===== src/dram_defines.svh =====
`ifndef DRAM_DEFINES_SVH
`define DRAM_DEFINES_SVH

// Data path
`define DRAM_DATA_W 32

// Request queue slots as a power of two
`define DRAM_QUEUE_DEPTH 8

// Array geometry
`define DRAM_BANKS 4
`define DRAM_ROW_W 4
`define DRAM_COL_W 3

// Cycles from RD command to returned data
`define DRAM_RD_LAT 2

`endif


===== src/dram_types_pkg.sv =====
`include "dram_defines.svh"

package dram_types_pkg;

    // Address fields
    typedef logic [$clog2(`DRAM_BANKS) - 1:0] bank_t;
    typedef logic [`DRAM_ROW_W - 1:0] row_t;
    typedef logic [`DRAM_COL_W - 1:0] col_t;

    typedef logic [`DRAM_DATA_W - 1:0] data_t;

    // Packed as {write, bank, row, col, data}
    typedef logic [1 + $bits(bank_t) + $bits(row_t) + $bits(col_t) + $bits(data_t) - 1:0] req_t;

    // Queue slot index
    typedef logic [$clog2(`DRAM_QUEUE_DEPTH) - 1:0] qptr_t;

endpackage


===== src/dram_req_if.sv =====
`timescale 1ns/100ps

interface dram_req_if
    import dram_types_pkg::*;
();

    req_t head_req;
    logic head_valid;
    logic head_aged;
    logic empty;
    logic retire;

    modport queue (
        output head_req,
        output head_valid,
        output head_aged,
        output empty,
        input  retire
    );

    modport sched (
        input  head_req,
        input  head_valid,
        input  head_aged,
        input  empty,
        output retire
    );

endinterface


===== src/dram_fifo.sv =====
`timescale 1ns/100ps

module dram_fifo
    import dram_types_pkg::*;
(
    input  logic clk,
    input  logic reset,

    input  logic enqueue_en,
    input  req_t enqueue_data,
    output logic full,

    dram_req_if.queue q
);

    localparam int DEPTH = 1 << $bits(qptr_t);

    req_t ram [DEPTH];
    logic [DEPTH - 1:0] valid;
    logic [DEPTH - 1:0] ages;
    qptr_t head;
    qptr_t tail;
    logic push;

    // Zeroed ring for simulation
    initial begin
        for (int i = 0; i < DEPTH; i++) begin
            ram[i] = '0;
        end
    end

    // Enqueue while full is dropped
    assign push = enqueue_en && !full;

    always_ff @(posedge clk) begin : tail_update
        if (reset) begin
            tail <= '0;
        end else if (push) begin
            tail <= tail + 1'b1;
        end
    end

    always_ff @(posedge clk) begin : ram_write
        if (push) begin
            ram[tail] <= enqueue_data;
        end
    end

    always_ff @(posedge clk) begin : head_update
        if (reset) begin
            head <= '0;
        end else if (q.retire) begin
            head <= head + 1'b1;
        end
    end

    always_ff @(posedge clk) begin : valid_update
        if (reset) begin
            valid <= '0;
        end else begin
            if (q.retire) begin
                valid[head] <= 1'b0;
            end
            if (push) begin
                valid[tail] <= 1'b1;
            end
        end
    end

    // A slot ages one cycle after its write, wherever it sits in the ring
    always_ff @(posedge clk) begin : age_update
        if (reset) begin
            ages <= '0;
        end else begin
            for (int i = 0; i < DEPTH; i++) begin
                if (push && tail == qptr_t'(i)) begin
                    ages[i] <= 1'b0;
                end else if (valid[i]) begin
                    ages[i] <= 1'b1;
                end
            end
        end
    end

    assign q.head_req   = ram[head];
    assign q.head_valid = valid[head];
    assign q.head_aged  = ages[head];
    assign q.empty      = ~|valid;
    assign full         = &valid;

    assert property (@(posedge clk) disable iff (reset) enqueue_en |-> !full)
        else $error("dram_fifo: enqueue while full");

    assert property (@(posedge clk) disable iff (reset) q.retire |-> q.head_valid)
        else $error("dram_fifo: retire on invalid head");

endmodule


===== src/flat_wrapper.sv =====
// flat-port wrapper written by rule: the top's interface ports become plain ports
module dram_fifo_flat import dram_types_pkg::*;
  (clk, reset, enqueue_en, enqueue_data, full, q_head_req, q_head_valid, q_head_aged, q_empty, q_retire);
  dram_req_if q_i ();
  input  logic clk;
  input  logic reset;
  input  logic enqueue_en;
  input  req_t enqueue_data;
  output logic full;
  output wire logic [$bits(q_i.head_req)-1:0] q_head_req;
  output wire logic [$bits(q_i.head_valid)-1:0] q_head_valid;
  output wire logic [$bits(q_i.head_aged)-1:0] q_head_aged;
  output wire logic [$bits(q_i.empty)-1:0] q_empty;
  input wire logic [$bits(q_i.retire)-1:0] q_retire;
  assign q_head_req = q_i.head_req;
  assign q_head_valid = q_i.head_valid;
  assign q_head_aged = q_i.head_aged;
  assign q_empty = q_i.empty;
  assign q_i.retire = q_retire;
  dram_fifo u_core (.clk(clk), .reset(reset), .enqueue_en(enqueue_en), .enqueue_data(enqueue_data), .full(full), .q(q_i));
endmodule

===== config.mk =====
export PLATFORM = sky130hd
export DESIGN_NAME = dram_fifo_flat
export DESIGN_NICKNAME = d
export VERILOG_FILES = /design/src/dram_types_pkg.sv /design/src/dram_req_if.sv /design/src/dram_fifo.sv /design/src/flat_wrapper.sv
export VERILOG_INCLUDE_DIRS = /design/src
export SDC_FILE = /design/constraint.sdc
export NUM_CORES = 1
export LEC_CHECK = 0
export BUFFER_PORTS_ARGS = -buffer_cell sky130_fd_sc_hd__buf_2
export CORE_MARGIN = 2
export CORE_UTILIZATION = 50
export CTS_CLUSTER_SIZE = 30
export DETAILED_ROUTE_END_ITERATION = 7
export PLACE_DENSITY = 0.68
export SLEW_MARGIN = 20
export SYNTH_ARGS = -nofsm -noshare
export SYNTH_HDL_FRONTEND = slang
export SYNTH_SLANG_ARGS = --single-unit

===== constraint.sdc =====
create_clock -name clk -period 11.2 [get_ports clk]
set_clock_uncertainty 0.15 [all_clocks]
set_input_delay 1.12 -clock clk [delete_from_list [all_inputs] [get_ports clk]]
set_output_delay 1.12 -clock clk [all_outputs]
set_load 0.01 [all_outputs]

=== Word-level counts from Yosys, hierarchy flattened ===
Memories as Yosys holds them, arrays and structs flattened. A register that Yosys moved wholly into a read port is not among the register bits.
Index checks and enable logic that the tools add are counted.
W data, S select, Z words.

* Bits in writable memories: 336
* Register bits after elaboration: 22
* Logic and storage cells: 67
* Input port bits: 46
* Memories: 1

{| class="wikitable"
|+ Memory list
! memory !! words !! width !! read ports !! clocked after memory_dff !! write ports !! line !! source
|-
| u_core.ram || 8 || 42 || 1 || 1 || 1 || dram_fifo.sv:18 || <nowiki>req_t ram [DEPTH];</nowiki>
|}

* Mux-type cells: 15
* Equality and inequality tests: 7
* Order comparisons: 4
* Add/subtract/negate cells: 2
* Bitwise operators: 3
* Reductions and logical operators: 24

{| class="wikitable"
|+ Operators by type and width
! operator !! count
|-
| $mux W8 || 3
|-
| $reduce_or A2 Y1 || 8
|-
| $eq A3 B3 Y1 const B || 4
|-
| $logic_and A1 B1 Y1 || 11
|-
| $and A8 B8 Y8 || 1
|-
| $lt A3 B4 Y1 const B || 2
|-
| $not A8 Y8 || 1
|-
| $or A8 B8 Y8 || 1
|-
| $reduce_and A8 Y1 || 1
|-
| $reduce_or A8 Y1 || 1
|-
| $add A3 B1 Y3 const B || 2
|-
| $bmux W1 S3 || 2
|-
| $demux W1 S3 || 2
|-
| $eq A3 B2 Y1 const B || 2
|-
| $ge A3 B1 Y1 const B || 2
|-
| $mux W1 || 6
|-
| $mux W3 || 2
|-
| $eq A3 B1 Y1 const B || 1
|-
| $logic_not A3 Y1 || 1
|-
| $logic_not A1 Y1 || 2
|}

=== Logic depth before layout (Yosys ltp) ===
Gate-level depths: netlist of run 1.

* Word-level depth: 10
* Gate-level depth with buffers: 5

=== Worst setup path after synthesis of run 1 ===
OpenSTA, ideal clock, no wires.

* Path kind: input to register
* Start point: in enqueue_en
* End point: mem u_core.ram[0][0] (netlist bit), enable pin
* Library setup time: 0.546 ns
* Cell stages on the path: 3
* Slack: 5.087 ns
* Data arrival time: 5.418 ns
* Buffers on the path: 1
* Required time: 10.504 ns
* Cell sequence: o21ai_0 buf_2 nor4_1

* Cells in the longest elaborated chain, start to end: 3

{| class="wikitable"
|+ Ends and longest elaborated chain
! what !! line !! source
|-
| from (decl) || flat_wrapper.sv:7 || <nowiki>input logic enqueue_en;</nowiki>
|-
| $logic_and A1 B1 Y1 || dram_fifo.sv:33 || <nowiki>assign push = enqueue_en && !full;</nowiki>
|-
| $mux W1 || dram_fifo.sv:44 || <nowiki>if (push) begin</nowiki>
|-
| $mux W1 (not written as such) || dram_fifo.sv:45 || <nowiki>ram[tail] <= enqueue_data;</nowiki>
|-
| to (decl) || dram_fifo.sv:18 ||
|}

Every way passes these cells.

==> summary.md, run 1 <==
| Metric | Value |
|---|---|
| Vias in the first global route | `6,799` |
| Met3 Use GR | `3.84%` |
| Area contributors post-synth | `edfxtp_1 (73%), mux4_2 (14%), mux2_2 (3.7%), dfxtp_1 (3.6%), ha_1 (0.63%)` |
| Period Utilization, post-route | `38.5%` |
| Row count | `60` |
| Count leader, synth | `edfxtp_1` |
| Final Hold Vio Count | `0` |
| Leakage | `~5.1 nW` |
| Flops & latches, synth | `roughly 360` |
| Synth cell types | `29` |
| Port Buffer Count | `91` |
| Max incr delay on CP | `750 ps` |
| Final worst path period need | `roughly 4300 ps` |
| CTS Hold Bufs | `0` |
| Stages on the worst setup path | `4` |
| Placed cell areas | `around 0.015 sq mm` |
| Rel. slew slack | `31.1%` |
| Post-CTS setup buffer count | `0` |
| Status | `complete, no violations` |
| I/O pin count | `just over 90` |
| Crit-path max FO | `55` |
| Final RePlAce weighted congestion | `0.867` |
| Hold WS | `approximately 370 ps` |
| Drt pass-1 iters | `4` |
| Pwr Density | `~190 mW/mm^2` |
| Routed vias | `6,410` |
| Slew @ Worst Pin | `1030 ps` |
| Pins Over Slew Limit | `0` |
| Top_reg_cell synth | `edfxtp_1` |
| Design Area, Final | `0.0159 sq mm` |
| Utilization after layout | `58.7%` |
| Clk_lat worst skew | `510 ps` |
| Endpoint class of the critical path | `primary output` |
| CTS root buf | `clkbuf_16` |
| CP Launch Type | `flop` |
| Synth cell count leaders | `edfxtp_1 (336), mux4_2 (88), mux2_2 (45), dfxtp_1 (25), nor2_1 (20)` |
| Clock tree buffer depth | `3` |
| R2R Setup Slk | `8180 ps` |
| Post-synth ARST share | `0%` |
| Syn-to-layout area delta | `14.9%` |
| DRT antenna net count | `0` |
| Worst path slowest cell | `dfxtp_4` |
| Clock sinks | `361` |
| Worst Hold Endpoint | `u_core.ages[5]` |
| Setup TNS | `0 ps` |
| Reg2reg start | `u_core.tail[2]` |
| Share of layout cells above drive strength 1 | `between 40% and 50%` |
| Core Box Area | `0.0270 sq mm` |
| Largest net degree at the start of global routing | `71` |
| RSZ-0062 raised after global routing | `false` |
| CP Cell Sequence | `buf_6 > mux4_2 > mux2_2 > buf_2` |
| Hold Path Class | `reg2reg` |
| Register area share after synthesis | `76.7%` |
| Synthesized Nets | `663` |
| GRT Total Usage | `18.6%` |
| R2R depth | `3` |
| Routed WL | `26,400 um` |
| FMAX | `232 MHz` |
| Hold path depth | `2` |
| HPWL Detailed | `14,200 um` |
| Final setup fails | `0` |
| DR DRC count | `0` |
| Setup CP Type | `reg2out` |
| WP buf/inv | `2` |
| Die Wd | `170 um` |
| Mean Syn Cell Area | `22.6 sq um` |
| Max-cap viol count | `0` |
| Crit Reg-Reg Endpoint | `u_core.ram[4][15]` |
| Total grt overflow | `0` |
| Worst endpoint required time | `9930 ps` |
| CTS tree | `built` |
| First-pass GRT wire length | `39,900 um` |
| Starting density of the core | `51.1%` |
| Gr busiest metal | `met2` |
| Placement Setup Slack | `7050 ps` |
| H-tree depth | `2` |
| Syn Std Cell Area | `0.0138 sq mm` |
| Met2 Usage GRT | `a little under a third` |
| DR iter-0 viols | `556` |
| Via/cell ratio | `roughly 5.9` |
| VDD IR max | `0.126 mV` |
| Full die area | `0.0290 sq mm` |
| Final worst setup slack | `6880 ps` |
| WL/cell | `roughly 24 um` |
| # nets final | `774` |
| Fill cells | `1,941` |
| Hold_sp | `u_core.ages[5]` |
| CTS Buf Count | `36` |
| Synth top area share | `73.1%` |
| Crit-path leading delay family | `multiplexers` |
| Crit path DAT | `3050 ps` |
| Post-synth EDFFs | `336` |
| Initial antenna violation count | `6` |
| Leading area contributor after synthesis | `edfxtp_1` |
| Clock slew at reported path FFs | `60 ps` |
| Synth Instances | `610` |
| # resized after CTS | `0` |
| Met1 usage | `25.4%` |
| Ys Warns | `0` |
| Die Ht | `roughly 170 um` |
==> registers in the layout (all words and copies together) (netlist names), named ones only <==
signal,count
u_core.ages,8
u_core.head,3
u_core.ram,336
u_core.tail,3
u_core.valid,8
==> logic make-up (layout without fill, tap and decap cells) <==
logic type / Yosys count / count (layout) / share of synthesized area (%)
DFF: 361 / 361 / 76.7
AOI/OAI and AO/OA: 31 / 31 / 1.75
muxes: 134 / 134 / 18.1
adders and majority gates: 7 / 7 / 0.634
and+or+nand+nor: 40 / 40 / 1.30
xor gates and xnor gates: 2 / 2 / 0.127
other: 0 / 3 / 0
buffers and inverters: 35 / 170 / 1.41
==> stage by stage <==
stage               power [mW]  instances
detailed placement        1.78       1024
floorplan                 1.71        610
finish                    2.95       1089
global route              3.04       1087
global placement          1.78       1024
CTS                       2.98       1086
==> routing by layer <==
metal | share of wire, % | wire length, um
met1 | 43 | 11200
met2 | 50 | 13100
met3 | 6.0 | 1580
met4 | 1.6 | 435
met5 | 0.11 | 30
==> placed cells by master, fill, tap and decap left out, types with 2 or more instances in the layout <==
master	netlist	routed
o41ai_1	4	4
nor2_1	20	17
o21ai_0	3	3
inv_1	4	4
ha_1	7	7
clkinv_1	0	4
clkbuf_8	0	3
or4_1	2	2
o31ai_1	4	4
bufinv_16	0	4
clkinv_2	0	4
o211ai_1	8	8
edfxtp_1	336	336
nand4_1	3	3
nor3_2	0	3
diode_2	0	3
clkinvlp_4	0	2
mux4_2	88	88
o311ai_0	2	2
nor2_4	0	3
buf_4	0	12
nand2_1	7	7
dfxtp_4	0	2
mux2_2	45	45
clkbuf_1	11	5
clkbuf_16	0	37
nand2b_1	3	3
dfxtp_1	25	22
a311oi_1	6	6
buf_2	9	91
a211oi_1	2	2
==> power breakdown <==
| group | switching (mW) | total, mW | internal, mW |
|---|---|---|---|
| sequential | 0.0219 | 1.53 | 1.51 |
| combinational | 0.111 | 0.222 | 0.111 |
| clock | 0.474 | 1.19 | 0.719 |
==> worst max-delay path by stage <==
stage / start / endpoint / slack, ps
floorplan: enqueue_en / u_core.ram[0][0] / 5090
global placement: flop / q_head_req[34] / 7090
detailed placement: flop / q_head_req[18] / 7050
CTS: flop / q_head_req[18] / 6490
global route: flop / q_head_req[18] / 6640
finish: flop / q_head_req[25] / 6880
==> worst min-delay path, delay by kind of cell (launching register included) <==
family          cells  cell delay [ps]
flops               1              310
simple gates        1              110
compound gates      1               60
==> area by class of cell <==
type	instances	area, sq um	share of cell area (%)
Tap cell	341	427	2.69
Inverter	4	15.0	0.0946
Clock inverter	16	195	1.23
Timing Repair Buffer	104	557	3.51
Multi-Input combinational cell	214	3080	19.4
Sequential cell	361	10600	66.8
Antenna cell	3	7.51	0.0473
Clock buffer	46	991	6.24
No activity file was read; power rests on OpenSTA's default activity.
==> inputs of run 2 (changes only) <==
- clock period: 11.2 -> 4.2 ns (I/O delays scaled with it)
==> run 2 against run 1 <==
- sequential cell count stayed put
- global-route usage is 0.66 points higher
- worst hold slack worse by 350 ps
- combinational power grew to 2.7 times the previous value
- non-clock buffer count is 12 higher
- register-to-register slack worse by 6700 ps
- first-iteration DRC count is 35% higher
- via count is 3.5% higher
- clock power grew to 2.7 times the previous value
- cell count is 1.7% higher
- wire length is 2.4% higher
- sequential power grew to 2.7 times the previous value
- highest routed layer is now met4
==> summary.md, run 2 (synthesis results as in run 1) <==
| Metric | Value |
|---|---|
| Status | `complete, no violations (unchanged)` |
| NetSw | `1.69 mW (was 0.607 mW)` |
| Crit path DAT | `2660 ps (was 3050 ps)` |
| I/O pin count | `92 (unchanged)` |
| CTS Buf Count | `38 (was 36)` |
| Hold WS | `19.3 ps (was 373 ps)` |
| Vias in the first global route | `6,938 (was 6,799)` |
| Final RePlAce weighted congestion | `0.900 (was 0.867)` |
| Full die area | `0.0290 sq mm (unchanged)` |
| DR iter-0 viols | `752 (was 556)` |
| Slew @ Worst Pin | `816 ps (was 1030 ps)` |
| Leakage | `5.16 nW (was 5.08 nW)` |
| Clk_lat worst skew | `520 ps (was 510 ps)` |
| Worst endpoint required time | `3630 ps (was 9930 ps)` |
| Largest register FFs | `336 (unchanged)` |
| Largest regs | `u_core.ram: 336 flops, u_core.ages: 8 flops, u_core.valid: 8 flops (unchanged)` |
| Clock tree buffer depth | `3 (unchanged)` |
| Crit-path max FO | `30 (was 55)` |
| Die Ht | `170 um (unchanged)` |
| Final Non-Filler Cells | `1,107 (was 1,089)` |
| CTS tree | `built (unchanged)` |
| Commonest non-fill, non-tap cell in the layout | `edfxtp_1 (unchanged)` |
| Syn-to-layout area delta | `16.1% (was 14.9%)` |
| Row count | `60 (unchanged)` |
| Sw frac | `21.3% (was 20.6%)` |
| Placement Setup Slack | `1440 ps (was 7050 ps)` |
| Final worst setup slack | `973 ps (was 6880 ps)` |
| Reg power frac | `51.7% (was 52.0%)` |
| Core Box Area | `0.0270 sq mm (unchanged)` |
| Initial antenna violation count | `1 (was 6)` |
| Final setup fails | `0 (unchanged)` |
| DRT antenna net count | `0 (unchanged)` |
| Starting density of the core | `51.1% (unchanged)` |
| CTS root buf | `clkbuf_16 (unchanged)` |
| Crit-path leading delay family | `multiplexers (unchanged)` |
| Share of layout cells above drive strength 1 | `40.4% (about the same)` |
| First-pass GRT wire length | `41,500 um (was 39,900 um)` |
| Max-cap viol count | `0 (unchanged)` |
| Via/cell ratio | `5.99 (was 5.89)` |
| Clock sinks | `361 (unchanged)` |
| HPWL Detailed | `15,300 um (was 14,200 um)` |
| GRT Total Usage | `19.2% (was 18.6%)` |
| Routed vias | `6,636 (was 6,410)` |
| Die Wd | `170 um (unchanged)` |
| Rel. slew slack | `45.3% (was 31.1%)` |
| Logic pwr share | `7.5% (was 7.6%)` |
| Clock network power share | `40.8% (was 40.5%)` |
| DR DRC count | `0 (unchanged)` |
| Max incr delay on CP | `810 ps (was 750 ps)` |
| Final worst path period need | `3230 ps` |
| Pins Over Slew Limit | `0 (unchanged)` |
| Final Hold Vio Count | `0 (unchanged)` |
| Worst path slowest cell | `dfxtp_4 (unchanged)` |
| Pwr Density | `494 mW/mm^2 (was 186 mW/mm^2)` |
| Pint | `6.24 mW (was 2.34 mW)` |
| Setup CP Type | `reg2out (unchanged)` |
| WP buf/inv | `2 (unchanged)` |
| RSZ-0062 raised after global routing | `false (unchanged)` |
| WL/cell | `24.5 um (was 24.3 um)` |
| Endpoint class of the critical path | `primary output (unchanged)` |
| Clock slew at reported path FFs | `60 ps (about the same)` |
| Utilization after layout | `59.3% (was 58.7%)` |
| Inst Count DP | `1,032 (was 1,024)` |
| Routed WL | `27,100 um (was 26,400 um)` |
| Period Utilization, post-route | `76.8%` |
| H-tree depth | `2 (unchanged)` |
| Commonest cells after routing, fill and taps aside | `edfxtp_1 (336), buf_2 (91), mux4_2 (88) (unchanged)` |
| Port Buffer Count | `91 (unchanged)` |
| Largest net degree at the start of global routing | `51 (was 71)` |
| VDD IR max | `0.242 mV (was 0.126 mV)` |
| # nets final | `788 (was 774)` |
| FMAX | `310 MHz` |
| Drt pass-1 iters | `5 (was 4)` |
| CP Launch Type | `flop (unchanged)` |
| Post-CTS setup buffer count | `0 (unchanged)` |
| Hold Path Class | `in2reg (was reg2reg)` |
| Setup TNS | `0 ps (unchanged)` |
| Total grt overflow | `0 (unchanged)` |
| CP Cell Sequence | `buf_12 > mux4_2 > mux2_2 > buf_2 (was buf_6 > mux4_2 > mux2_2 > buf_2)` |
| Largest reg by FF count | `u_core.ram (unchanged)` |
run 2: metal layers:
| layer | vias up | share of wire (%) | global-route usage, % |
|---|---|---|---|
| met5 | - | 0 | 0 |
| met4 | 0 | 1.9 | 4.68 |
| met3 | 46 | 6.1 | 3.67 |
| met2 | 249 | 50 | 31.8 |
| met1 | 3500 | 42 | 26.8 |
| li1 | 2841 | - | - |
run 2: worst reg2reg max path, delay by kind of cell (launching register included):
family / cells / cell delay (ps)
flops: 1 / 700
compound gates: 1 / 480
simple gates: 1 / 680
buf+inv: 1 / 400
run 2: through the flow:
| step | total power, mW | cell area, sq um |
|---|---|---|
| final | 7.93 | 16000 |
| after global routing | 8.19 | 16000 |
| after CTS | 8.00 | 16000 |
| after detailed placement | 4.78 | 14800 |
| after global placement | 4.75 | 14800 |
| after floorplan | 4.55 | 13800 |
run 2: final cells by class:
| class | instances | area [sq um] |
|---|---|---|
| Clock buffer | 42 | 966 |
| Inverter | 4 | 15.0 |
| Antenna cell | 1 | 2.50 |
| Multi-Input combinational cell | 214 | 3090 |
| Timing Repair Buffer | 116 | 691 |
| Sequential cell | 361 | 10600 |
| Tap cell | 341 | 427 |
| Clock inverter | 28 | 250 |
| Fill cell | 1931 | 11000 |
run 2: final timing paths:
check / from / end / slack, ps / cells after the start
min: enqueue_data[22] / u_core.ram[5][22] / 20 / 1
max: flop / q_head_req[0] / 970 / 4
min reg2reg: u_core.ages[3] / u_core.ages[3] / 360 / 2
max reg2reg: u_core.tail[2] / u_core.ram[7][13] / 1470 / 3
run 2: repair_timing:
action / 4_1_cts / 5_1_grt
hold buffers: 4 / 0
resized for setup: 0 / 0
endpoints found under the hold margin: 32 / 0
run 2: power by group through the flow:
stage	registers, mW	logic (mW)	clock network, mW
6_report	4.10	0.597	3.23
2_1_floorplan	4.12	0.423	0
5_1_grt	4.11	0.648	3.44
3_5_place_dp	4.17	0.601	0
4_1_cts	4.10	0.607	3.30
3_3_place_gp	4.17	0.587	0
