`src/dram_defines.svh`:
```
`ifndef DRAM_DEFINES_SVH
`define DRAM_DEFINES_SVH

// Data path
`define DRAM_DATA_W 32

// Request queue slots as a power of two
`define DRAM_QUEUE_DEPTH 8

// Array geometry
`define DRAM_BANKS 4
`define DRAM_ROW_W 4
`define DRAM_COL_W 3

// Cycles from RD command to returned data
`define DRAM_RD_LAT 2

`endif

```
`src/dram_types_pkg.sv`:
```
`include "dram_defines.svh"

package dram_types_pkg;

    // Address fields
    typedef logic [$clog2(`DRAM_BANKS) - 1:0] bank_t;
    typedef logic [`DRAM_ROW_W - 1:0] row_t;
    typedef logic [`DRAM_COL_W - 1:0] col_t;

    typedef logic [`DRAM_DATA_W - 1:0] data_t;

    // Packed as {write, bank, row, col, data}
    typedef logic [1 + $bits(bank_t) + $bits(row_t) + $bits(col_t) + $bits(data_t) - 1:0] req_t;

    // Queue slot index
    typedef logic [$clog2(`DRAM_QUEUE_DEPTH) - 1:0] qptr_t;

endpackage

```
`src/dram_cmd_pkg.sv`:
```
`include "dram_defines.svh"

package dram_cmd_pkg;

    // Command pins encoding
    typedef enum logic [2:0] {
        NOP = 3'd0,
        ACT = 3'd1,
        PRE = 3'd2,
        RD  = 3'd3,
        WR  = 3'd4
    } dram_cmd_e;

    // Each state names the command currently on the bus
    typedef enum logic [1:0] {
        IDLE      = 2'd0,
        PRECHARGE = 2'd1,
        ACTIVATE  = 2'd2,
        ACCESS    = 2'd3
    } sched_state_e;

endpackage

```
`src/dram_req_if.sv`:
```
`timescale 1ns/100ps

interface dram_req_if
    import dram_types_pkg::*;
();

    req_t head_req;
    logic head_valid;
    logic head_aged;
    logic empty;
    logic retire;

    modport queue (
        output head_req,
        output head_valid,
        output head_aged,
        output empty,
        input  retire
    );

    modport sched (
        input  head_req,
        input  head_valid,
        input  head_aged,
        input  empty,
        output retire
    );

endinterface

```
`src/dram_sched.sv`:
```
`timescale 1ns/100ps

module dram_sched
    import dram_types_pkg::*;
    import dram_cmd_pkg::*;
(
    input  logic      clk,
    input  logic      reset,

    dram_req_if.sched s,

    output dram_cmd_e cmd_code,
    output bank_t     cmd_bank,
    output row_t      cmd_row,
    output col_t      cmd_col,
    output data_t     cmd_wdata
);

    localparam int BANKS = 1 << $bits(bank_t);

    sched_state_e state;
    logic [BANKS - 1:0] bank_open;
    row_t open_row [BANKS];

    logic hd_write;
    bank_t hd_bank;
    row_t hd_row;
    col_t hd_col;
    data_t hd_wdata;

    logic head_ready;
    logic row_hit;
    dram_cmd_e access_cmd;

    assign {hd_write, hd_bank, hd_row, hd_col, hd_wdata} = s.head_req;

    assign head_ready = !s.empty && s.head_valid && s.head_aged;
    assign row_hit    = bank_open[hd_bank] && (open_row[hd_bank] == hd_row);
    assign access_cmd = hd_write ? WR : RD;

    // Command FSM issuing one command per cycle
    always_ff @(posedge clk) begin : fsm
        if (reset) begin
            state    <= IDLE;
            cmd_code <= NOP;
            s.retire <= 1'b0;
        end else begin
            cmd_code <= NOP;
            s.retire <= 1'b0;
            case (state)
                IDLE: begin
                    if (head_ready) begin
                        if (row_hit) begin
                            cmd_code <= access_cmd;
                            s.retire <= 1'b1;
                            state    <= ACCESS;
                        end else if (bank_open[hd_bank]) begin
                            cmd_code <= PRE;
                            state    <= PRECHARGE;
                        end else begin
                            cmd_code <= ACT;
                            state    <= ACTIVATE;
                        end
                    end
                end
                PRECHARGE: begin
                    cmd_code <= ACT;
                    state    <= ACTIVATE;
                end
                ACTIVATE: begin
                    cmd_code <= access_cmd;
                    s.retire <= 1'b1;
                    state    <= ACCESS;
                end
                ACCESS: begin
                    state <= IDLE;
                end
                default: begin
                    state <= IDLE;
                end
            endcase
        end
    end

    // Address and data follow the head every cycle
    always_ff @(posedge clk) begin : cmd_payload
        cmd_bank  <= hd_bank;
        cmd_row   <= hd_row;
        cmd_col   <= hd_col;
        cmd_wdata <= hd_wdata;
    end

    // Open-row table tracks what went out on the bus
    always_ff @(posedge clk) begin : open_flags
        if (reset) begin
            bank_open <= '0;
        end else if (cmd_code == PRE) begin
            bank_open[cmd_bank] <= 1'b0;
        end else if (cmd_code == ACT) begin
            bank_open[cmd_bank] <= 1'b1;
        end
    end

    always_ff @(posedge clk) begin : open_rows
        if (cmd_code == ACT) begin
            open_row[cmd_bank] <= cmd_row;
        end
    end

    assert property (@(posedge clk) disable iff (reset)
        cmd_code == ACT |-> !bank_open[cmd_bank])
        else $error("dram_sched: ACT to open bank %0d", cmd_bank);

endmodule

```
`src/flat_wrapper.sv`:
```
// flat-port wrapper written by rule: the top's interface ports become plain ports
module dram_sched_flat import dram_types_pkg::*; import dram_cmd_pkg::*;
  (clk, reset, cmd_code, cmd_bank, cmd_row, cmd_col, cmd_wdata, s_head_req, s_head_valid, s_head_aged, s_empty, s_retire);
  dram_req_if s_i ();
  input  logic clk;
  input  logic reset;
  output dram_cmd_e cmd_code;
  output bank_t cmd_bank;
  output row_t cmd_row;
  output col_t cmd_col;
  output data_t cmd_wdata;
  input wire logic [$bits(s_i.head_req)-1:0] s_head_req;
  input wire logic [$bits(s_i.head_valid)-1:0] s_head_valid;
  input wire logic [$bits(s_i.head_aged)-1:0] s_head_aged;
  input wire logic [$bits(s_i.empty)-1:0] s_empty;
  output wire logic [$bits(s_i.retire)-1:0] s_retire;
  assign s_i.head_req = s_head_req;
  assign s_i.head_valid = s_head_valid;
  assign s_i.head_aged = s_head_aged;
  assign s_i.empty = s_empty;
  assign s_retire = s_i.retire;
  dram_sched u_core (.clk(clk), .reset(reset), .s(s_i), .cmd_code(cmd_code), .cmd_bank(cmd_bank), .cmd_row(cmd_row), .cmd_col(cmd_col), .cmd_wdata(cmd_wdata));
endmodule
```
`config.mk`:
```
export PLATFORM = sky130hd
export DESIGN_NAME = dram_sched_flat
export DESIGN_NICKNAME = d
export VERILOG_FILES = /design/src/dram_types_pkg.sv /design/src/dram_cmd_pkg.sv /design/src/dram_req_if.sv /design/src/dram_sched.sv /design/src/flat_wrapper.sv
export VERILOG_INCLUDE_DIRS = /design/src
export SDC_FILE = /design/constraint.sdc
export NUM_CORES = 1
export LEC_CHECK = 0
export BUFFER_PORTS_ARGS = -buffer_cell sky130_fd_sc_hd__buf_4
export CORE_ASPECT_RATIO = 2
export CORE_MARGIN = 1
export CORE_UTILIZATION = 32
export DETAILED_ROUTE_END_ITERATION = 7
export PLACE_DENSITY = 0.62
export SLEW_MARGIN = 40
export SYNTH_ARGS = -nofsm -noshare
export SYNTH_HDL_FRONTEND = slang
export SYNTH_SLANG_ARGS = --single-unit
```
`constraint.sdc`:
```
create_clock -name clk -period 3.63 [get_ports clk]
set_input_delay 0.726 -clock clk [delete_from_list [all_inputs] [get_ports clk]]
set_output_delay 0.726 -clock clk [all_outputs]
set_load 0.01 [all_outputs]
```
**Word level (Yosys, flattened, before mapping)**

Memory sizes are Yosys's and may differ from the RTL's.
Cells that the tools add are included.

- Register bits after elaboration: 51
- Bits in writable memories: 16
- Memory bits (read-only): 0
- Bits in latches: 0
- Logic and storage cells: 49
- Memories kept: 1

- $mul: 0
- Mux-type cells: 20
- Eq/ne operators: 7
- Shifts and indexed selects: 0
- Add/sub/neg operators: 0
- Bitwise operators: 3
- $lt $le $gt $ge: 3
- Reduce and logical (&&, ||, !) cells: 7
- Divide/modulo/power cells: 0

Memory list:

| name | depth | bits a word | read ports | clocked after Yosys merged registers in | wr ports | line | source |
|---|---|---|---|---|---|---|---|
| u_core.open_row | 4 | 4 | 1 | 0 | 1 | dram_sched.sv:23 | `row_t open_row [BANKS];` |

Operators by type and width:

| operator | number |
|---|---|
| 2-to-1 mux 3 bit | 3 |
| case mux 3 bit (3 select lines) | 1 |
| 2-to-1 mux 2 bit | 4 |
| 2-to-1 mux 4 bit | 2 |
| case mux 2 bit (4 select lines) | 1 |
| < comparator 2 x 3 -> 1 bit, second input constant | 2 |
| 2-to-1 mux 1 bit | 6 |
| AND 4 bit | 1 |
| == test 2 bit, second input constant | 2 |
| == test 4 bit | 1 |
| logical AND 1 bit | 4 |
| inverter 4 bit | 1 |
| bitwise OR 4 bit | 1 |
| == test 3 x 1 -> 1 bit, second input constant | 1 |
| == test 3 x 2 -> 1 bit, second input constant | 1 |
| binary-select mux 1 bit (select 2 bit) | 1 |
| demux 1 bit (select 2 bit) | 1 |
| == test 2 x 1 -> 1 bit, second input constant | 1 |
| greater-or-equal comparator 2 x 1 -> 1 bit, second input constant | 1 |
| zero test 2 bit | 1 |
| inequality test 2 x 1 -> 1 bit, second input constant | 1 |
| case mux 1 bit (2 select lines) | 1 |
| nonzero test 2 bit | 1 |
| zero test 1 bit | 1 |

**Depth between registers and ports, before layout**

Gate-level depths: netlist of the first run.

- Depth after elaboration: 7
- Depth in mapped cells: 6

**Worst setup path before layout of the first run**

OpenSTA, ideal clock, no wires.

- Path type: input -> register
- Start: input port s_head_req[39]
- End: register u_core.cmd_code[1]
- Arrival time: 1,939 ps
- Setup slack: 1,574 ps
- Buffers on the path: 1
- Setup time: 117 ps
- Data required time: 3,513 ps
- Cell stages on the path: 5
- Path through: buf_6 -> mux4_1 -> xnor2_1 -> nand4_2 -> a22o_2

- Longest elaborated chain between the ends: 6
- Elaborated cells between the ends (all ways): 9

RTL lines:

| what | line | source |
|---|---|---|
| start: declaration | flat_wrapper.sv:12 | `input wire logic [$bits(s_i.head_req)-1:0] s_head_req;` |
| memory read (4 x 4 bit) / binary-select mux 1 bit (select 2 bit) (equally long branches) | n/a |  |
| == test 4 bit / 2-to-1 mux 1 bit (equally long branches) | dram_sched.sv:38, dram_sched.sv:57 |  |
| logical AND 1 bit / 2-to-1 mux 2 bit (equally long branches) | dram_sched.sv:38, dram_sched.sv:57 |  |
| 2-to-1 mux 3 bit (*) | dram_sched.sv:53 | `if (row_hit) begin` |
| 2-to-1 mux 3 bit (*) | dram_sched.sv:52 | `if (head_ready) begin` |
| case mux 3 bit (3 select lines) (*) | dram_sched.sv:50 | `case (state)` |
| end signal: assignment | dram_sched.sv:54 | `cmd_code <= access_cmd;` |
| end signal: assignment | dram_sched.sv:71 | `cmd_code <= access_cmd;` |
| end: declaration | dram_sched.sv:12 | `output dram_cmd_e cmd_code,` |

Mark *: on every way between the ends. The rest lies on a longest branch, timed or not. The select of a mux whose other input is x is not followed.
A chain may end at the register's enable or synchronous reset.

**Final worst setup path of the first run**

Ends and elaborated chain as after synthesis.

==> impl_metrics.py, run 1 <==
metrics = {
    "run_status": {
        "status": "finished, final reports clean",
    },
    "power_and_ir_drop": {
        "pwr-share-comb_pct": 14.8,
        "switchingPower_uw": 471.8,
        "switching_share_pct": 22.74,
        "p_leak_nw": 1.365,
        "ir_drop_v": 0.0004199,
        "seqPwrFrac_pct": 41.8,
        "p_int_mw": 1.603,
        "powerDensity_nw_per_um2": 656.8,
        "power_frac_clock_pct": 43.4,
    },
    "synth": {
        "yosys_warnings": 0,
        "async_reset_ff_share_pct": 0,
        "ys.flop_type": "dfxtp_1",
        "yosysSeqAreaShare_pct": 72.73,
        "yosysUniqueCellTypes": 30,
        "synth_cells": 138,
        "syn_area_per_cell_um2": 14.96,
        "synth-edff-count": 16,
        "synth_fp_nets": 190,
        "synth.cell_area_um2": 2064,
        "synth-seq-cells": 67,
    },
    "cells_and_area": {
        "area_delta_synth_final_pct": 53.03,
        "multiInputGateArea_um2": 536.8,
        "layout.nets": 290,
        "fin_cells": 329,
        "num-fill-cells": 574,
        "seqCellArea_um2": 1501,
        "fin_util_pct": 50.48,
        "antenna_cells": 0,
        "drive_gt1_share_pct": 44.44,
        "finalInstanceArea_um2": 3159,
    },
    "grt": {
        "gr-total-overflow": 0,
        "grt_pass1_wl_mm": 6.900,
        "antenna_found_initial": 0,
        "grt_max_degree": 12,
        "grt_pass1_vias": 1584,
        "grtUsageTotal_pct": 14.35,
    },
    "job": {
        "cap_violations": 0,
    },
    "sta": {
        "finalHoldViolations": 0,
        "max_slew_margin_pct": 50.14,
        "max_slew.worst_pin.slew_ns": 0.7421,
        "max_clock_freq_ghz": 0.5352,
        "rsz0062_at_grt": "no",
        "slew_violations": 0,
        "post-route-min-period_ns": 1.868,
        "setup-tns-final_ns": 0,
        "period_share_pct": 51.47,
        "timing.hold.ws_ns": 0.4876,
        "setup-violations-final": 0,
        "finClkSkew_ns": 0.002497,
    },
    "route": {
        "vias": 1471,
        "avgViaCountPerCell": 4.471,
        "drtIter0Drc": 49,
        "routed_wl_mm": 4.373,
        "ant_nets": 0,
        "firstDrtPassIters": 4,
        "wl_per_cell_um": 13.29,
        "drc": 0,
    },
    "critical_path": {
        "reg2reg_from": "u_core.open_row[0][0]$_DFFE_PP_",
        "crit_type": "input pin to flip-flop",
        "critPathRequiredTime_ns": 3.84,
        "start_kind": "input pin",
        "crit_arrival_ns": 2.08,
        "endpoint_kind": "flip-flop",
        "cp_max_fo": 6,
        "startpoint": "s_head_req[39]",
        "reg2reg_depth": 4,
    },
    "floorplanning": {
        "die_y_um": 115.6,
        "fp.dieW_um": 58.80,
        "io_pins": 92,
        "core_um2": 6259,
        "row_count": 41,
        "dieArea_um2": 6796,
        "initial_utilization_pct": 32.99,
    },
    "placement": {
        "port_buffers": 91,
        "place_area_um2": 2840,
        "dp_hpwl_mm": 3.308,
        "dp_cells": 313,
        "gp_congestion": 0.7975,
    },
    "cts": {
        "cts.repair.resized": 0,
        "htreeDepth": 3,
        "cts_root_buffer": "clkbuf_16",
        "post_cts_buffers": 0,
        "clock_latency_ns": 0.32,
        "cts_buffers": 9,
        "clock_tree.buffer_depth": 2,
        "clk_pin_slew_worst_paths_ns": 0.05,
        "ctsHoldBuffers": 0,
        "cts_tree": "done",
        "clock-sinks": 67,
    },
    "min_path": {
        "hold_path.class": "flip-flop to flip-flop",
        "hold-path-cell-count": 2,
    },
}
cells in the final DEF, fill, tap and decap left out, types with 2 or more instances in the layout:
cell,n
edfxtp_1,16
clkbuf_1,3
a21oi_1,5
ha_1,5
clkbuf_8,2
nor2_1,8
o21ai_0,9
clkbuf_16,10
mux4_1,5
o31ai_1,3
xnor2_1,4
nand2b_1,4
inv_1,3
dfxtp_1,51
nand2_1,3
nor3_1,5
buf_4,91
path summary, 6_finish.rpt:
check,to,slack [ns]
max,u_core.cmd_code[1]$_SDFF_PP0_,1.76
min,flip-flop,0.49
max reg2reg,u_core.cmd_code[1]$_SDFF_PP0_,2.00
min reg2reg,flip-flop,0.49
synth_stat cells, drive strengths merged, types with 2 or more instances:
library cell	instances	area, um^2
o31ai	3	22.52
nand2b	4	25.02
nor2	8	30.03
a21oi	5	25.02
o21ai	9	45.04
ha	5	62.56
edfxtp	16	480.5
dfxtp	51	1021
nand2	3	11.26
mux4	5	131.4
nand4	2	18.77
xnor2	4	35.03
nor3	5	25.02
inv	3	11.26
power by group through the flow:
| stage | clock network [mW] | logic (mW) | registers, mW |
|---|---|---|---|
| floorplan | 0 | 0.161 | 0.888 |
| global placement | 0 | 0.307 | 0.882 |
| CTS | 0.923 | 0.313 | 0.867 |
| detailed placement | 0 | 0.311 | 0.882 |
| global route | 0.946 | 0.339 | 0.876 |
| finish | 0.900 | 0.308 | 0.867 |
registers in the layout, indices dropped and copies added (netlist names), named ones only:
register          count
u_core.cmd_row        4
u_core.cmd_col        3
u_core.cmd_bank       2
u_core.cmd_code       3
u_core.open_row      16
u_core.cmd_wdata     32
u_core.state          2
u_core.s.retire       1
critical path, stage by stage:
cell and delay [ns]:
buf_4 0.14, mux4_1 0.58, xnor2_1 0.19, nand4_2 0.19, a22o_2 0.26
layout make-up:
cell class                 instances  share of cell area, %
clock buffer                      15                  9.149
clock inverter                     1                 0.9505
inverter                           3                 0.3564
multi-input combinational         66                  16.99
sequential                        67                  47.52
tap                               86                  3.406
timing repair buffer              91                  21.62
metal layers:
layer / share of wire, % / GRT usage, % / up-vias
met3: 11 / 6.250 / 9
li1: - / - / 703
met4: 2.6 / 10.16 / 0
met5: 0 / 0 / -
met2: 52 / 24.02 / 99
met1: 34 / 13.58 / 660
logic make-up (layout without fill, tap and decap cells):
| family | after synthesis | in the layout | synth area share (%) |
|---|---|---|---|
| fa+ha+maj | 5 | 5 | 3.030 |
| buf+inv | 5 | 110 | 1.272 |
| compound gates | 22 | 22 | 6.606 |
| simple gates | 28 | 28 | 7.273 |
| flops | 67 | 67 | 72.73 |
| mux | 7 | 7 | 7.394 |
| xor+xnor | 4 | 4 | 1.697 |
stage by stage:
step	power [mW]	setup WS (ns)
6_report	2.075	1.762
5_1_grt	2.162	1.696
4_1_cts	2.103	1.761
3_5_place_dp	1.193	1.414
3_3_place_gp	1.189	1.425
2_1_floorplan	1.049	1.574
Note: power is estimated with default switching activity, not from simulation.
==> inputs of run 2 (changes only) <==
==> constraint.sdc (replaced) <==
create_clock -name clk -period 1.95 [get_ports clk]
set_input_delay 0.39 -clock clk [delete_from_list [all_inputs] [get_ports clk]]
set_output_delay 0.39 -clock clk [all_outputs]
set_load 0.01 [all_outputs]
==> run 2 against run 1 <==
Effect of this change: register-to-register slack got worse by 1.7 ns; die area unchanged; sequential cell count unchanged; first-iteration DRC count decreased by 27%; clock power increased by 76%; non-clock buffer count increased by 2; total power increased by 82%; count of clock-buffer cells in the layout decreased by 2; combinational power increased by 88%; final cell count increased by 0.30%; global-route usage decreased by 0.22 points; setup slack got worse by 1.4 ns.
==> impl_metrics.py, run 2 (same netlist as run 1, synthesis figures left out) <==
metrics = {
    "run_status": {
        "status": "finished, final reports clean",
    },
    "sta": {
        "post-route-min-period_ns": 1.623,
        "setup-tns-final_ns": 0,
        "max_clock_freq_ghz": 0.6163,
        "max_slew.worst_pin.slew_ns": 0.4450,
        "period_share_pct": 83.21,
        "finalHoldViolations": 0,
        "rsz0062_at_grt": "no",
        "finClkSkew_ns": 0.005661,
        "slew_violations": 0,
        "max_slew_margin_pct": 70.22,
        "setup-violations-final": 0,
        "worst_slack_ns": 0.3275,
    },
    "cells_and_area": {
        "finalInstanceArea_um2": 3152,
        "antenna_cells": 0,
        "final_cell_mix": "buf_4 (93), dfxtp_1 (51), edfxtp_1 (16)",
        "fin_util_pct": 50.36,
        "largest_reg_flops": 32,
        "top_register": "u_core.cmd_wdata",
        "final_common_cell": "buf_4",
        "layout.nets": 292,
        "reg.largest.list": "u_core.cmd_wdata x32, u_core.open_row x16, u_core.cmd_row x4",
        "drive_gt1_share_pct": 45.08,
        "area_delta_synth_final_pct": 52.67,
    },
    "cts": {
        "clock-sinks": 67,
        "cts_buffers": 9,
        "ctsHoldBuffers": 0,
        "cts.repair.resized": 0,
        "htreeDepth": 3,
        "cts_tree": "done",
        "post_cts_buffers": 0,
        "clock_tree.buffer_depth": 2,
        "clk_pin_slew_worst_paths_ns": 0.05,
        "cts_root_buffer": "clkbuf_16",
        "clock_latency_ns": 0.32,
    },
    "critical_path": {
        "reg2reg_from": "u_core.open_row[2][1]$_DFFE_PP_",
        "reg2reg_slack_ns": 0.33,
        "crit_buf_inv": 0,
        "slowest_delay_ns": 0.52,
        "crit_arrival_ns": 1.83,
        "path_cells": "mux4_1, xnor2_1, nand4_2, a22o_2",
        "critical-path-top-delay-family": "multiplexers",
        "crit_type": "flip-flop to flip-flop",
        "cp_slowest_cell": "mux4_1",
        "endpoint_kind": "flip-flop",
        "cp_max_fo": 5,
        "reg2reg_depth": 4,
        "r2r_end": "u_core.cmd_code[1]$_SDFF_PP0_",
        "start_kind": "flip-flop",
        "critPathRequiredTime_ns": 2.16,
    },
    "placement": {
        "place_area_um2": 2855,
        "dp_slack_ns": 0.07363,
        "gp_congestion": 0.7761,
        "dp_hpwl_mm": 3.474,
        "port_buffers": 91,
    },
    "grt": {
        "busiest_layer": "met2",
        "grtUsageTotal_pct": 14.13,
        "grt_util_met3_pct": 6.920,
        "use_met2_pct": 23.71,
        "grt_pass1_vias": 1520,
        "grt_pass1_wl_mm": 6.803,
        "gr-usage-met1_pct": 13.11,
        "gr-total-overflow": 0,
        "antenna_found_initial": 0,
        "grt_max_degree": 12,
    },
    "power_and_ir_drop": {
        "seqPwrFrac_pct": 42.8,
        "switching_share_pct": 23.00,
        "powerDensity_nw_per_um2": 1196,
        "power_frac_clock_pct": 41.8,
        "ir_drop_v": 0.0007683,
        "power.total_mw": 3.770,
        "switchingPower_uw": 867.1,
        "pwr-share-comb_pct": 15.3,
        "p_int_mw": 2.903,
        "p_leak_nw": 1.366,
    },
    "route": {
        "drtIter0Drc": 36,
        "vias": 1473,
        "routed_wl_mm": 4.446,
        "wl_per_cell_um": 13.47,
        "ant_nets": 0,
        "firstDrtPassIters": 4,
        "drc": 0,
        "avgViaCountPerCell": 4.464,
    },
    "min_path": {
        "hold-path-cell-count": 1,
        "min_to": "u_core.cmd_wdata[6]$_DFF_P_",
        "hold_path.class": "input pin to flip-flop",
        "hold_path_startpoint": "s_head_req[6]",
    },
    "floorplanning": {
        "die_y_um": 115.6,
        "io_pins": 92,
        "fp.dieW_um": 58.80,
        "core_um2": 6259,
        "initial_utilization_pct": 32.99,
        "dieArea_um2": 6796,
        "row_count": 41,
    },
    "job": {
        "cap_violations": 0,
    },
}
==> run 2: changes by cell type in the layout (fill, tap and decap cells not counted), sizes merged <==
cell and delta:
buf +2, clkbuf -2, inv +1
==> run 2: worst max path at each step <==
stage,from,endpoint,slack [ns],depth (start not counted)
detailed placement,s_head_req[39],u_core.cmd_code[1]$_SDFF_PP0_,0.07,5
CTS,u_core.open_row[2][1]$_DFFE_PP_,u_core.cmd_code[1]$_SDFF_PP0_,0.30,4
floorplan,s_head_req[39],u_core.cmd_code[1]$_SDFF_PP0_,0.23,5
global placement,s_head_req[39],u_core.cmd_code[1]$_SDFF_PP0_,0.08,5
global route,u_core.open_row[1][0]$_DFFE_PP_,u_core.state[1]$_SDFFE_PP0P_,0.17,4
finish,u_core.open_row[2][1]$_DFFE_PP_,u_core.cmd_code[1]$_SDFF_PP0_,0.33,4
==> run 2: power by group through the flow <==
stage	Combinational [mW]	Clock, mW	Sequential (mW)
detailed placement	0.584	0	1.64
global placement	0.579	0	1.64
global route	0.640	1.67	1.63
CTS	0.586	1.61	1.62
floorplan	0.300	0	1.65
finish	0.578	1.58	1.61
==> run 2: layer usage <==
layer | part of all wire [%] | vias to the layer above | wire, um
met4 | 1.9 | 0 | 83
met3 | 11 | 6 | 490
li1 | - | 701 | -
met2 | 52 | 97 | 2325
met1 | 35 | 669 | 1546
met5 | 0 | - | 0
==> run 2: metrics by stage <==
stage / hold WS [ns] / std cells
floorplan: 0.4177 / 138
global route: 0.1557 / 330
CTS: 0.1602 / 330
finish: 0.1742 / 330
global placement: 0.4730 / 315
detailed placement: 0.4789 / 315
==> run 2: area by class of cell <==
class                           count  area [um^2]
Clock buffer                       13        260.3
Clock inverter                      2        36.28
Fill cell                         576         3107
Inverter                            3        11.26
Multi-Input combinational cell     66        536.8
Sequential cell                    67         1501
Tap cell                           86        107.6
Timing Repair Buffer               93        698.2
